**src/fetch_params.svh**
```systemverilog
`ifndef FETCH_PARAMS_SVH
`define FETCH_PARAMS_SVH

// Width of data words and of addresses
`define FETCH_XLEN 32

// Index bits of the direct-mapped instruction cache, one word per line
`define FETCH_INDEX_BITS 4

// First fetch address after reset
`define FETCH_RESET_PC 32'h0000_0000

// Width of the running sequence tag in each packet
`define FETCH_TAG_BITS 8

`endif

```
**src/fetch_pkg.sv**
```systemverilog
`default_nettype none

`include "fetch_params.svh"

package fetch_pkg;

	// Data and address word
	typedef logic [`FETCH_XLEN-1:0] word_t;

	// Instructions are always 32 bits, no compressed forms
	typedef logic [31:0] instr_t;

	// Packet sequence number, wraps around
	typedef logic [`FETCH_TAG_BITS-1:0] fetch_tag_t;

	// Line index, pc bits just above the byte offset
	typedef logic [`FETCH_INDEX_BITS-1:0] cache_index_t;

	// Address bits above the index
	typedef logic [`FETCH_XLEN-`FETCH_INDEX_BITS-3:0] cache_tag_t;

	typedef enum logic {
		fetch_run,
		fetch_wait_jump
	} fetch_state_t;

	typedef enum logic {
		refill_idle,
		refill_bus
	} refill_state_t;

endpackage

`default_nettype wire

```
**src/fetch_csr.sv**
```systemverilog
`default_nettype none

`include "fetch_params.svh"

module fetch_csr
	import fetch_pkg::*;
(
	input wire i_clock,
	input wire i_reset,

	// Configuration write port
	input wire i_cfg_write,
	input wire i_cfg_addr,
	input wire word_t i_cfg_wdata,

	// Interrupt
	input wire i_irq_line,
	input wire i_irq_dispatched,
	output word_t o_irq_vector,
	output logic o_irq_pending
);
	logic irq_enable;
	logic irq_line_d;
	logic irq_rise;

	assign irq_rise = i_irq_line && !irq_line_d;

	// Address 0 is the vector, address 1 bit 0 the enable
	always_ff @(posedge i_clock) begin
		if (i_reset) begin
			o_irq_vector <= `FETCH_RESET_PC;
			irq_enable <= 1'b0;
		end else if (i_cfg_write) begin
			if (i_cfg_addr)
				irq_enable <= i_cfg_wdata[0];
			else
				o_irq_vector <= i_cfg_wdata;
		end
	end

	// A new edge wins over the clear of the previous one
	always_ff @(posedge i_clock) begin
		if (i_reset) begin
			irq_line_d <= 1'b0;
			o_irq_pending <= 1'b0;
		end else begin
			irq_line_d <= i_irq_line;
			if (irq_rise && irq_enable)
				o_irq_pending <= 1'b1;
			else if (i_irq_dispatched)
				o_irq_pending <= 1'b0;
		end
	end

	// Fetch only dispatches an interrupt that was pending
	a_dispatch_needs_pending: assert property (@(posedge i_clock) disable iff (i_reset)
		i_irq_dispatched |-> $past(o_irq_pending));

endmodule

`default_nettype wire

```
**src/predecode.sv**
```systemverilog
`default_nettype none

`include "fetch_params.svh"

module predecode
	import fetch_pkg::*;
(
	input wire instr_t i_instr,
	output logic o_is_transfer
);
	localparam logic [6:0] op_jal = 7'b1101111;
	localparam logic [6:0] op_jalr = 7'b1100111;
	localparam logic [6:0] op_branch = 7'b1100011;
	localparam logic [6:0] op_system = 7'b1110011;
	localparam logic [11:0] funct12_mret = 12'h302;
	localparam logic [11:0] funct12_wfi = 12'h105;

	logic [6:0] opcode;
	logic [2:0] funct3;
	logic [11:0] funct12;
	logic regs_zero;
	logic is_jal;
	logic is_jalr;
	logic is_branch;
	logic is_mret;
	logic is_wfi;

	assign opcode = i_instr[6:0];
	assign funct3 = i_instr[14:12];
	assign funct12 = i_instr[31:20];

	// rd and rs1 are both x0 in the privileged encodings
	assign regs_zero = (i_instr[11:7] == 5'd0) && (i_instr[19:15] == 5'd0);

	assign is_jal = (opcode == op_jal);
	assign is_jalr = (opcode == op_jalr) && (funct3 == 3'b000);

	// funct3 010 and 011 are not branch conditions
	assign is_branch = (opcode == op_branch) && (funct3[2:1] != 2'b01);

	assign is_mret = (opcode == op_system) && (funct3 == 3'b000) && regs_zero
		&& (funct12 == funct12_mret);
	assign is_wfi = (opcode == op_system) && (funct3 == 3'b000) && regs_zero
		&& (funct12 == funct12_wfi);

	assign o_is_transfer = is_jal || is_jalr || is_branch || is_mret || is_wfi;

endmodule

`default_nettype wire

```
**src/icache.sv**
```systemverilog
`default_nettype none

`include "fetch_params.svh"

module icache
	import fetch_pkg::*;
(
	input wire i_clock,
	input wire i_reset,

	// Fetch side
	input wire word_t i_pc,
	input wire i_stall,
	output logic o_ready,
	output instr_t o_rdata,

	// Memory bus
	output logic o_bus_request,
	output word_t o_bus_address,
	input wire i_bus_ready,
	input wire word_t i_bus_rdata
);
	localparam int lines = 1 << `FETCH_INDEX_BITS;

	logic valid_mem [lines];
	cache_tag_t tag_mem [lines];
	instr_t data_mem [lines];

	refill_state_t state;
	cache_index_t pc_index;
	cache_tag_t pc_tag;
	cache_index_t fill_index;
	cache_tag_t fill_tag;
	logic hit;
	logic start_refill;
	logic fill_done;

	assign pc_index = i_pc[`FETCH_INDEX_BITS+1:2];
	assign pc_tag = i_pc[`FETCH_XLEN-1:`FETCH_INDEX_BITS+2];

	// The line being filled comes from the latched address, the pc may move meanwhile
	assign fill_index = o_bus_address[`FETCH_INDEX_BITS+1:2];
	assign fill_tag = o_bus_address[`FETCH_XLEN-1:`FETCH_INDEX_BITS+2];

	assign hit = valid_mem[pc_index] && (tag_mem[pc_index] == pc_tag);
	assign o_ready = hit;
	assign o_rdata = data_mem[pc_index];

	assign start_refill = (state == refill_idle) && !hit && !i_stall;
	assign fill_done = (state == refill_bus) && i_bus_ready;

	// Refill FSM
	always_ff @(posedge i_clock) begin
		if (i_reset) begin
			state <= refill_idle;
			o_bus_request <= 1'b0;
		end else begin
			case (state)
				refill_idle: begin
					if (start_refill) begin
						state <= refill_bus;
						o_bus_request <= 1'b1;
					end
				end
				refill_bus: begin
					// Word arrives with ready, request drops next cycle
					if (i_bus_ready) begin
						state <= refill_idle;
						o_bus_request <= 1'b0;
					end
				end
				default: begin
					state <= refill_idle;
					o_bus_request <= 1'b0;
				end
			endcase
		end
	end

	// Word-aligned miss address, held for the whole request
	always_ff @(posedge i_clock) begin
		if (start_refill)
			o_bus_address <= {i_pc[`FETCH_XLEN-1:2], 2'b00};
	end

	always_ff @(posedge i_clock) begin
		if (i_reset) begin
			for (int i = 0; i < lines; i++) begin
				valid_mem[i] <= 1'b0;
			end
		end else if (fill_done) begin
			valid_mem[fill_index] <= 1'b1;
		end
	end

	always_ff @(posedge i_clock) begin
		if (fill_done) begin
			tag_mem[fill_index] <= fill_tag;
			data_mem[fill_index] <= i_bus_rdata;
		end
	end

	// Address may not move while memory has not answered
	a_address_stable: assert property (@(posedge i_clock) disable iff (i_reset)
		(o_bus_request && !i_bus_ready) |=> $stable(o_bus_address));

	a_no_request_idle: assert property (@(posedge i_clock) disable iff (i_reset)
		(state == refill_idle) |-> !o_bus_request);

endmodule

`default_nettype wire

```
**src/fetch_unit.sv**
```systemverilog
`default_nettype none

`include "fetch_params.svh"

module fetch_unit
	import fetch_pkg::*;
(
	input wire i_clock,
	input wire i_reset,

	// Execute
	input wire i_jump,
	input wire word_t i_jump_pc,

	// Interrupt
	input wire i_irq_pending,
	input wire word_t i_irq_vector,
	output logic o_irq_dispatched,
	output word_t o_irq_epc,

	// Cache and predecode
	output word_t o_pc,
	output logic o_cache_stall,
	input wire i_cache_ready,
	input wire instr_t i_cache_rdata,
	input wire i_is_transfer,

	// Decode
	input wire i_decode_busy,
	output logic o_valid,
	output word_t o_packet_pc,
	output instr_t o_instr,
	output fetch_tag_t o_tag
);
	fetch_state_t state;
	word_t pc;
	fetch_tag_t next_tag;
	logic take_irq;
	logic load;

	assign o_pc = pc;

	// No refill while the packet is held or while waiting for a jump
	assign o_cache_stall = i_decode_busy || (state == fetch_wait_jump);

	// The latch in the configuration block clears one cycle after the pulse,
	// so a dispatch in flight must not take the same interrupt twice
	assign take_irq = i_irq_pending && !o_irq_dispatched && !i_decode_busy;

	assign load = (state == fetch_run) && i_cache_ready && !i_decode_busy && !take_irq;

	always_ff @(posedge i_clock) begin
		if (i_reset) begin
			state <= fetch_run;
			pc <= `FETCH_RESET_PC;
			next_tag <= '0;
			o_tag <= '0;
			o_valid <= 1'b0;
			o_irq_dispatched <= 1'b0;
		end else begin
			o_irq_dispatched <= 1'b0;
			// Packet is consumed on any edge where decode is free
			if (!i_decode_busy)
				o_valid <= 1'b0;

			if (take_irq) begin
				o_irq_dispatched <= 1'b1;
				pc <= i_irq_vector;
				state <= fetch_run;
			end else if (load) begin
				o_valid <= 1'b1;
				o_tag <= next_tag;
				next_tag <= next_tag + fetch_tag_t'(1);
				// Transfer keeps its own pc until execute sends the target
				if (i_is_transfer)
					state <= fetch_wait_jump;
				else
					pc <= pc + word_t'(4);
			end else if ((state == fetch_wait_jump) && i_jump) begin
				// Jump pulse is taken even under busy so it is never lost
				pc <= i_jump_pc;
				state <= fetch_run;
			end
		end
	end

	// Packet payload and return address
	always_ff @(posedge i_clock) begin
		if (load) begin
			o_packet_pc <= pc;
			o_instr <= i_cache_rdata;
		end
		if (take_irq)
			o_irq_epc <= pc;
	end

	// Decode sees the same packet until it takes it
	a_packet_hold: assert property (@(posedge i_clock) disable iff (i_reset)
		(o_valid && i_decode_busy) |=> (o_valid && $stable(o_packet_pc)
		&& $stable(o_instr) && $stable(o_tag)));

endmodule

`default_nettype wire

```
**src/fetch_top.sv**
```systemverilog
`default_nettype none

`include "fetch_params.svh"

module fetch_top
	import fetch_pkg::*;
(
	input wire i_clock,
	input wire i_reset,

	// Configuration
	input wire i_cfg_write,
	input wire i_cfg_addr,
	input wire word_t i_cfg_wdata,
	input wire i_irq_line,

	// Execute
	input wire i_jump,
	input wire word_t i_jump_pc,

	// Memory bus
	output logic o_bus_request,
	output word_t o_bus_address,
	input wire i_bus_ready,
	input wire word_t i_bus_rdata,

	// Decode
	input wire i_decode_busy,
	output logic o_valid,
	output word_t o_pc,
	output instr_t o_instr,
	output fetch_tag_t o_tag,
	output logic o_irq_dispatched,
	output word_t o_irq_epc
);
	word_t fetch_pc;
	word_t irq_vector;
	instr_t cache_rdata;
	logic cache_ready;
	logic cache_stall;
	logic is_transfer;
	logic irq_pending;

	fetch_csr u_csr (
		.i_clock(i_clock),
		.i_reset(i_reset),
		.i_cfg_write(i_cfg_write),
		.i_cfg_addr(i_cfg_addr),
		.i_cfg_wdata(i_cfg_wdata),
		.i_irq_line(i_irq_line),
		.i_irq_dispatched(o_irq_dispatched),
		.o_irq_vector(irq_vector),
		.o_irq_pending(irq_pending)
	);

	icache u_icache (
		.i_clock(i_clock),
		.i_reset(i_reset),
		.i_pc(fetch_pc),
		.i_stall(cache_stall),
		.o_ready(cache_ready),
		.o_rdata(cache_rdata),
		.o_bus_request(o_bus_request),
		.o_bus_address(o_bus_address),
		.i_bus_ready(i_bus_ready),
		.i_bus_rdata(i_bus_rdata)
	);

	// Classifies the word the cache returns for the current pc
	predecode u_predecode (
		.i_instr(cache_rdata),
		.o_is_transfer(is_transfer)
	);

	fetch_unit u_fetch (
		.i_clock(i_clock),
		.i_reset(i_reset),
		.i_jump(i_jump),
		.i_jump_pc(i_jump_pc),
		.i_irq_pending(irq_pending),
		.i_irq_vector(irq_vector),
		.o_irq_dispatched(o_irq_dispatched),
		.o_irq_epc(o_irq_epc),
		.o_pc(fetch_pc),
		.o_cache_stall(cache_stall),
		.i_cache_ready(cache_ready),
		.i_cache_rdata(cache_rdata),
		.i_is_transfer(is_transfer),
		.i_decode_busy(i_decode_busy),
		.o_valid(o_valid),
		.o_packet_pc(o_pc),
		.o_instr(o_instr),
		.o_tag(o_tag)
	);

endmodule

`default_nettype wire

```
**config.mk**
```make
export PLATFORM = sky130hd
export DESIGN_NAME = fetch_top
export DESIGN_NICKNAME = d
export VERILOG_FILES = /design/src/fetch_pkg.sv /design/src/fetch_csr.sv /design/src/predecode.sv /design/src/icache.sv /design/src/fetch_unit.sv /design/src/fetch_top.sv
export VERILOG_INCLUDE_DIRS = /design/src
export SDC_FILE = /design/constraint.sdc
export NUM_CORES = 1
export LEC_CHECK = 0
export BUFFER_PORTS_ARGS = -buffer_cell sky130_fd_sc_hd__buf_2
export CAP_MARGIN = 40
export CELL_PAD_IN_SITES_DETAIL_PLACEMENT = 1
export CELL_PAD_IN_SITES_GLOBAL_PLACEMENT = 1
export CORE_UTILIZATION = 45
export DETAILED_ROUTE_END_ITERATION = 7
export PLACE_DENSITY_LB_ADDON = 0.1
export SYNTH_ARGS = -nofsm -noshare
export SYNTH_HDL_FRONTEND = slang
export SYNTH_SLANG_ARGS = --single-unit
export TNS_END_PERCENT = 10
```
**constraint.sdc**
```tcl
create_clock -name i_clock -period 8.1 [get_ports i_clock]
set_input_delay 1.62 -clock i_clock [delete_from_list [all_inputs] [get_ports i_clock]]
set_output_delay 1.62 -clock i_clock [all_outputs]
set_load 0.01 [all_outputs]
```
==> flow_summary_export.csv <==
group,metric,value,unit
sta,setup_viol,0,
global_routing,antenna_found_initial,3,
synthesis,synth_edf_count,1054,
setup_path,crit_end,"u_fetch.o_pc[26]$_SDFFE_PP0P_",
sta,tns,0,ns
setup_path,path_cells,"buf_4 -> mux4_2 -> mux4_2 -> xnor2_1 -> nand3_1 -> or4b_1 -> buf_4 -> nor4_4 -> buf_4 -> o21bai_4 -> buf_12 -> a221oi_2",
synthesis,muxShareOfSynthArea,0.130,
route,drc,0,
setup_path,worst_setup_path_end_kind,"flip-flop",
cts,holdBufCountCts,0,
sta,tightestPinTransition,0.876,ns
place,dp_cells,3841,
cts,cts_tree,"yes",
setup_path,r2r_setup_slack,2.44,ns
synthesis,synth-compound-area-share,0.0469,
place,dp.final_hpwl,73200,um
finish,finish.net_count,2781,
sta,max_slew_margin,0.416,
sta,setup_ws,2.44,ns
global_routing,gr-usage-met3,0.0328,
route,wire_per_inst,30.4,um
global_routing,grt.met2_usage,0.414,
power,powerDensity,243,mW/mm2
synthesis,synthFlopType,"edfxtp_1",
setup_path,arrival,6.23,ns
sta,period_share,0.698,
finish,fill_cells,8885,
setup_path,path_class,"flip-flop to flip-flop",
global_routing,top_usage_layer,"met2",
cts,postCtsSetupBuffers,0,
global_routing,grt_max_degree,67,
floorplanning,die_area,0.102,mm2
synthesis,synth-simple-area-share,0.0429,
cts,cts_buffer_depth,3,
floorplanning,rows,115,
synthesis,async_flop_share,0,
setup_path,required,8.67,ns
floorplanning,die_h,319,um
finish,drive_gt1_frac,0.292,
setup_path,cpPeakStageDelay,0.84,ns
power,fin_total_pwr,12.8,mW
cts,insertion_delay,0.72,ns
power,p_leak,16.7,nW
synthesis,synthAdderAreaFrac,0.000555,
route,routed_wl,124000,um
outcome,status,"complete, no violations",
setup_path,start_kind,"flip-flop",
route,antenna_left,0,
global_routing,gr-usage-met1,0.329,
place,place_area,0.0484,mm2
setup_path,path_depth,12,
cts,cts_made_buffers,119,
sta,finalHoldViolCount,0,
global_routing,grt_pass1_wl,179000,um
synthesis,synth_common_cells,"1,054 x edfxtp_1, 234 x mux4_2, 151 x nand2_1",
finish,instances_no_fill,4070,
route,drt-vias-per-instance,5.86,
synthesis,synth_warnings,0,
sta,slew_viol_final,0,
synthesis,synth_top_area_cell,"edfxtp_1",
synthesis,ys_ff_latch,1162,
floorplanning,initial_core_util,0.457,
job,cap_violations,0,
setup_path,timing.critical_path.buf_inv,4,
synthesis,synth_cell_types,69,
cts,cts.clk_slew.worst_paths,0.06,ns
floorplanning,core-area,0.0989,mm2
floorplanning,die_x,319,um
setup_path,crit_family,"buffers and inverters",
synthesis,yosys.cell_count.top_type,"edfxtp_1",
synthesis,yosys-top-cells-area,"edfxtp_1 70%, mux4_2 12%, dfxtp_1 4.8%",
setup_path,worstReg2RegEnd,"u_fetch.o_pc[26]$_SDFFE_PP0P_",
place,gp_congestion,0.814,
synthesis,synth_xor_xnor_area_share,0.0116,
synthesis,synth_top_family_by_area,"multiplexers",
hold_path,min_path_type,"flip-flop to flip-flop",
setup_path,crit_top_cell,"buf_4",
sta,fmax,0.177,GHz
sta,skew,0.0349,ns
synthesis,synthCells,2368,
setup_path,r2r_cells,12,
route,vias,23900,
route,first_pass_iters,5,
global_routing,first_global_vias,25500,
setup_path,crit_slowest_cell,"dfxtp_4",
cts,htree_num_levels,3,
finish,final_area,0.0526,mm2
finish,area_growth,16.5,%
setup_path,critPathMaxFanout,46,
synthesis,synth.avg_cell_area,19.1,um2
cts,clkSinkCount,1162,
cts,cts_root_buffer,"clkbuf_16",
synthesis,synth_top_area_frac,0.701,
synthesis,synth_area,0.0451,mm2
floorplanning,io_pins,243,
place,portBuffers,240,
global_routing,grt.total_usage,0.244,
sta,period_minus_slack,5.66,ns
sta,rsz0062_at_grt,"no",
global_routing,grt.overflow.total,0,
route,drt_iter0_drc,1829,
power,ir_drop,0.146,mV
place,pre_cts_ws,2.50,ns
cts,cts_resized,0,
synthesis,ys_seq_area_frac,0.749,
==> metrics by stage <==
step / hold WS [ns] / util
5_1_grt: 0.477 / 0.532
3_5_place_dp: 0.449 / 0.489
3_3_place_gp: 0.444 / 0.484
4_1_cts: 0.458 / 0.532
2_1_floorplan: 0.426 / -
6_report: 0.454 / 0.532
==> placed cells by master (no fill, tap or decap), drive strengths merged, types with 12 or more instances in the layout <==
| cell type | count |
|---|---|
| dfxtp | 108 |
| clkinv | 64 |
| nand2 | 151 |
| buf | 317 |
| a221oi | 32 |
| nor4 | 16 |
| clkbuf | 128 |
| a21oi | 57 |
| xnor2 | 59 |
| bufinv | 25 |
| nor2 | 74 |
| nor2b | 12 |
| mux4 | 234 |
| and2 | 33 |
| mux2i | 51 |
| nand3 | 19 |
| a21boi | 27 |
| a211oi | 32 |
| a22oi | 61 |
| nor3 | 46 |
| o21ai | 33 |
| edfxtp | 1054 |
| inv | 42 |
==> registers in the layout (all words and copies together) (netlist names), named ones only <==
signal and cells:
u_fetch.o_irq_dispatched 1, u_fetch.o_valid 1, u_icache.o_bus_address 30, u_csr.irq_enable 1, u_fetch.o_tag 8, u_icache.valid_mem 16
u_fetch.next_tag 8, u_fetch.o_irq_epc 32, u_fetch.state 1, u_icache.state 1, u_icache.data_mem 512, u_csr.o_irq_vector 32
u_icache.o_bus_request 1, u_csr.irq_line_d 1, u_fetch.o_instr 32, u_icache.tag_mem 416, u_fetch.o_packet_pc 32, u_csr.o_irq_pending 1
u_fetch.o_pc 32
==> layout make-up <==
type,instances,area [um2],share of cell area
antenna,2,5.00,0.0000952
clock buffer,128,3050,0.0581
clock inverter,99,1160,0.0221
inverter,40,150,0.00286
multi-input combinational,1035,10600,0.202
sequential,1162,33800,0.643
tap,1287,1610,0.0306
timing repair buffer,317,2150,0.0409
==> power breakdown <==
group | total, mW | switching [mW] | leakage [nW] | internal, mW
Combinational | 0.304 | 0.197 | 4.20 | 0.106
Clock | 5.85 | 2.34 | 2.05 | 3.52
Sequential | 6.63 | 0.0592 | 10.4 | 6.57
==> per-layer routing <==
layer  wire (um)  part of all wire
met5          27           0.00022
met4        3470             0.028
met3        4870             0.039
met2       62300              0.50
met1       52900              0.43
==> worst min path at each step <==
stage                                                   start                             endpoint  slack [ns]  cells past startpoint
after floorplan                  u_fetch.o_pc[0]$_SDFFE_PP0P_       u_fetch.o_irq_epc[0]$_DFFE_PP_        0.43                      0
after global placement         u_icache.valid_mem[13]$_DFF_P_       u_icache.valid_mem[13]$_DFF_P_        0.44                      2
after detailed placement  u_csr.o_irq_vector[14]$_SDFFE_PP0P_  u_csr.o_irq_vector[14]$_SDFFE_PP0P_        0.45                      2
after CTS                 u_csr.o_irq_vector[23]$_SDFFE_PP0P_  u_csr.o_irq_vector[23]$_SDFFE_PP0P_        0.46                      2
after global routing      u_csr.o_irq_vector[23]$_SDFFE_PP0P_  u_csr.o_irq_vector[23]$_SDFFE_PP0P_        0.48                      2
final                     u_csr.o_irq_vector[23]$_SDFFE_PP0P_  u_csr.o_irq_vector[23]$_SDFFE_PP0P_        0.45                      2
==> worst register-to-register path: cells and delay by family, from the launching register on <==
kind,cells,cell delay (ns)
flip-flops,1,0.84
buffers and inverters,4,1.67
XOR/XNOR,1,0.54
AO/OA/AOI/OAI,2,0.50
multiplexers,2,0.93
AND/OR/NAND/NOR,3,1.06
==> cells by family after synthesis <==
group / Yosys count
fa+ha+maj: 2
mux: 293
buf+inv: 172
xor+xnor: 60
compound gates: 279
flops: 1162
other cells: 1
simple gates: 399
No activity file was read; power rests on OpenSTA's default activity.
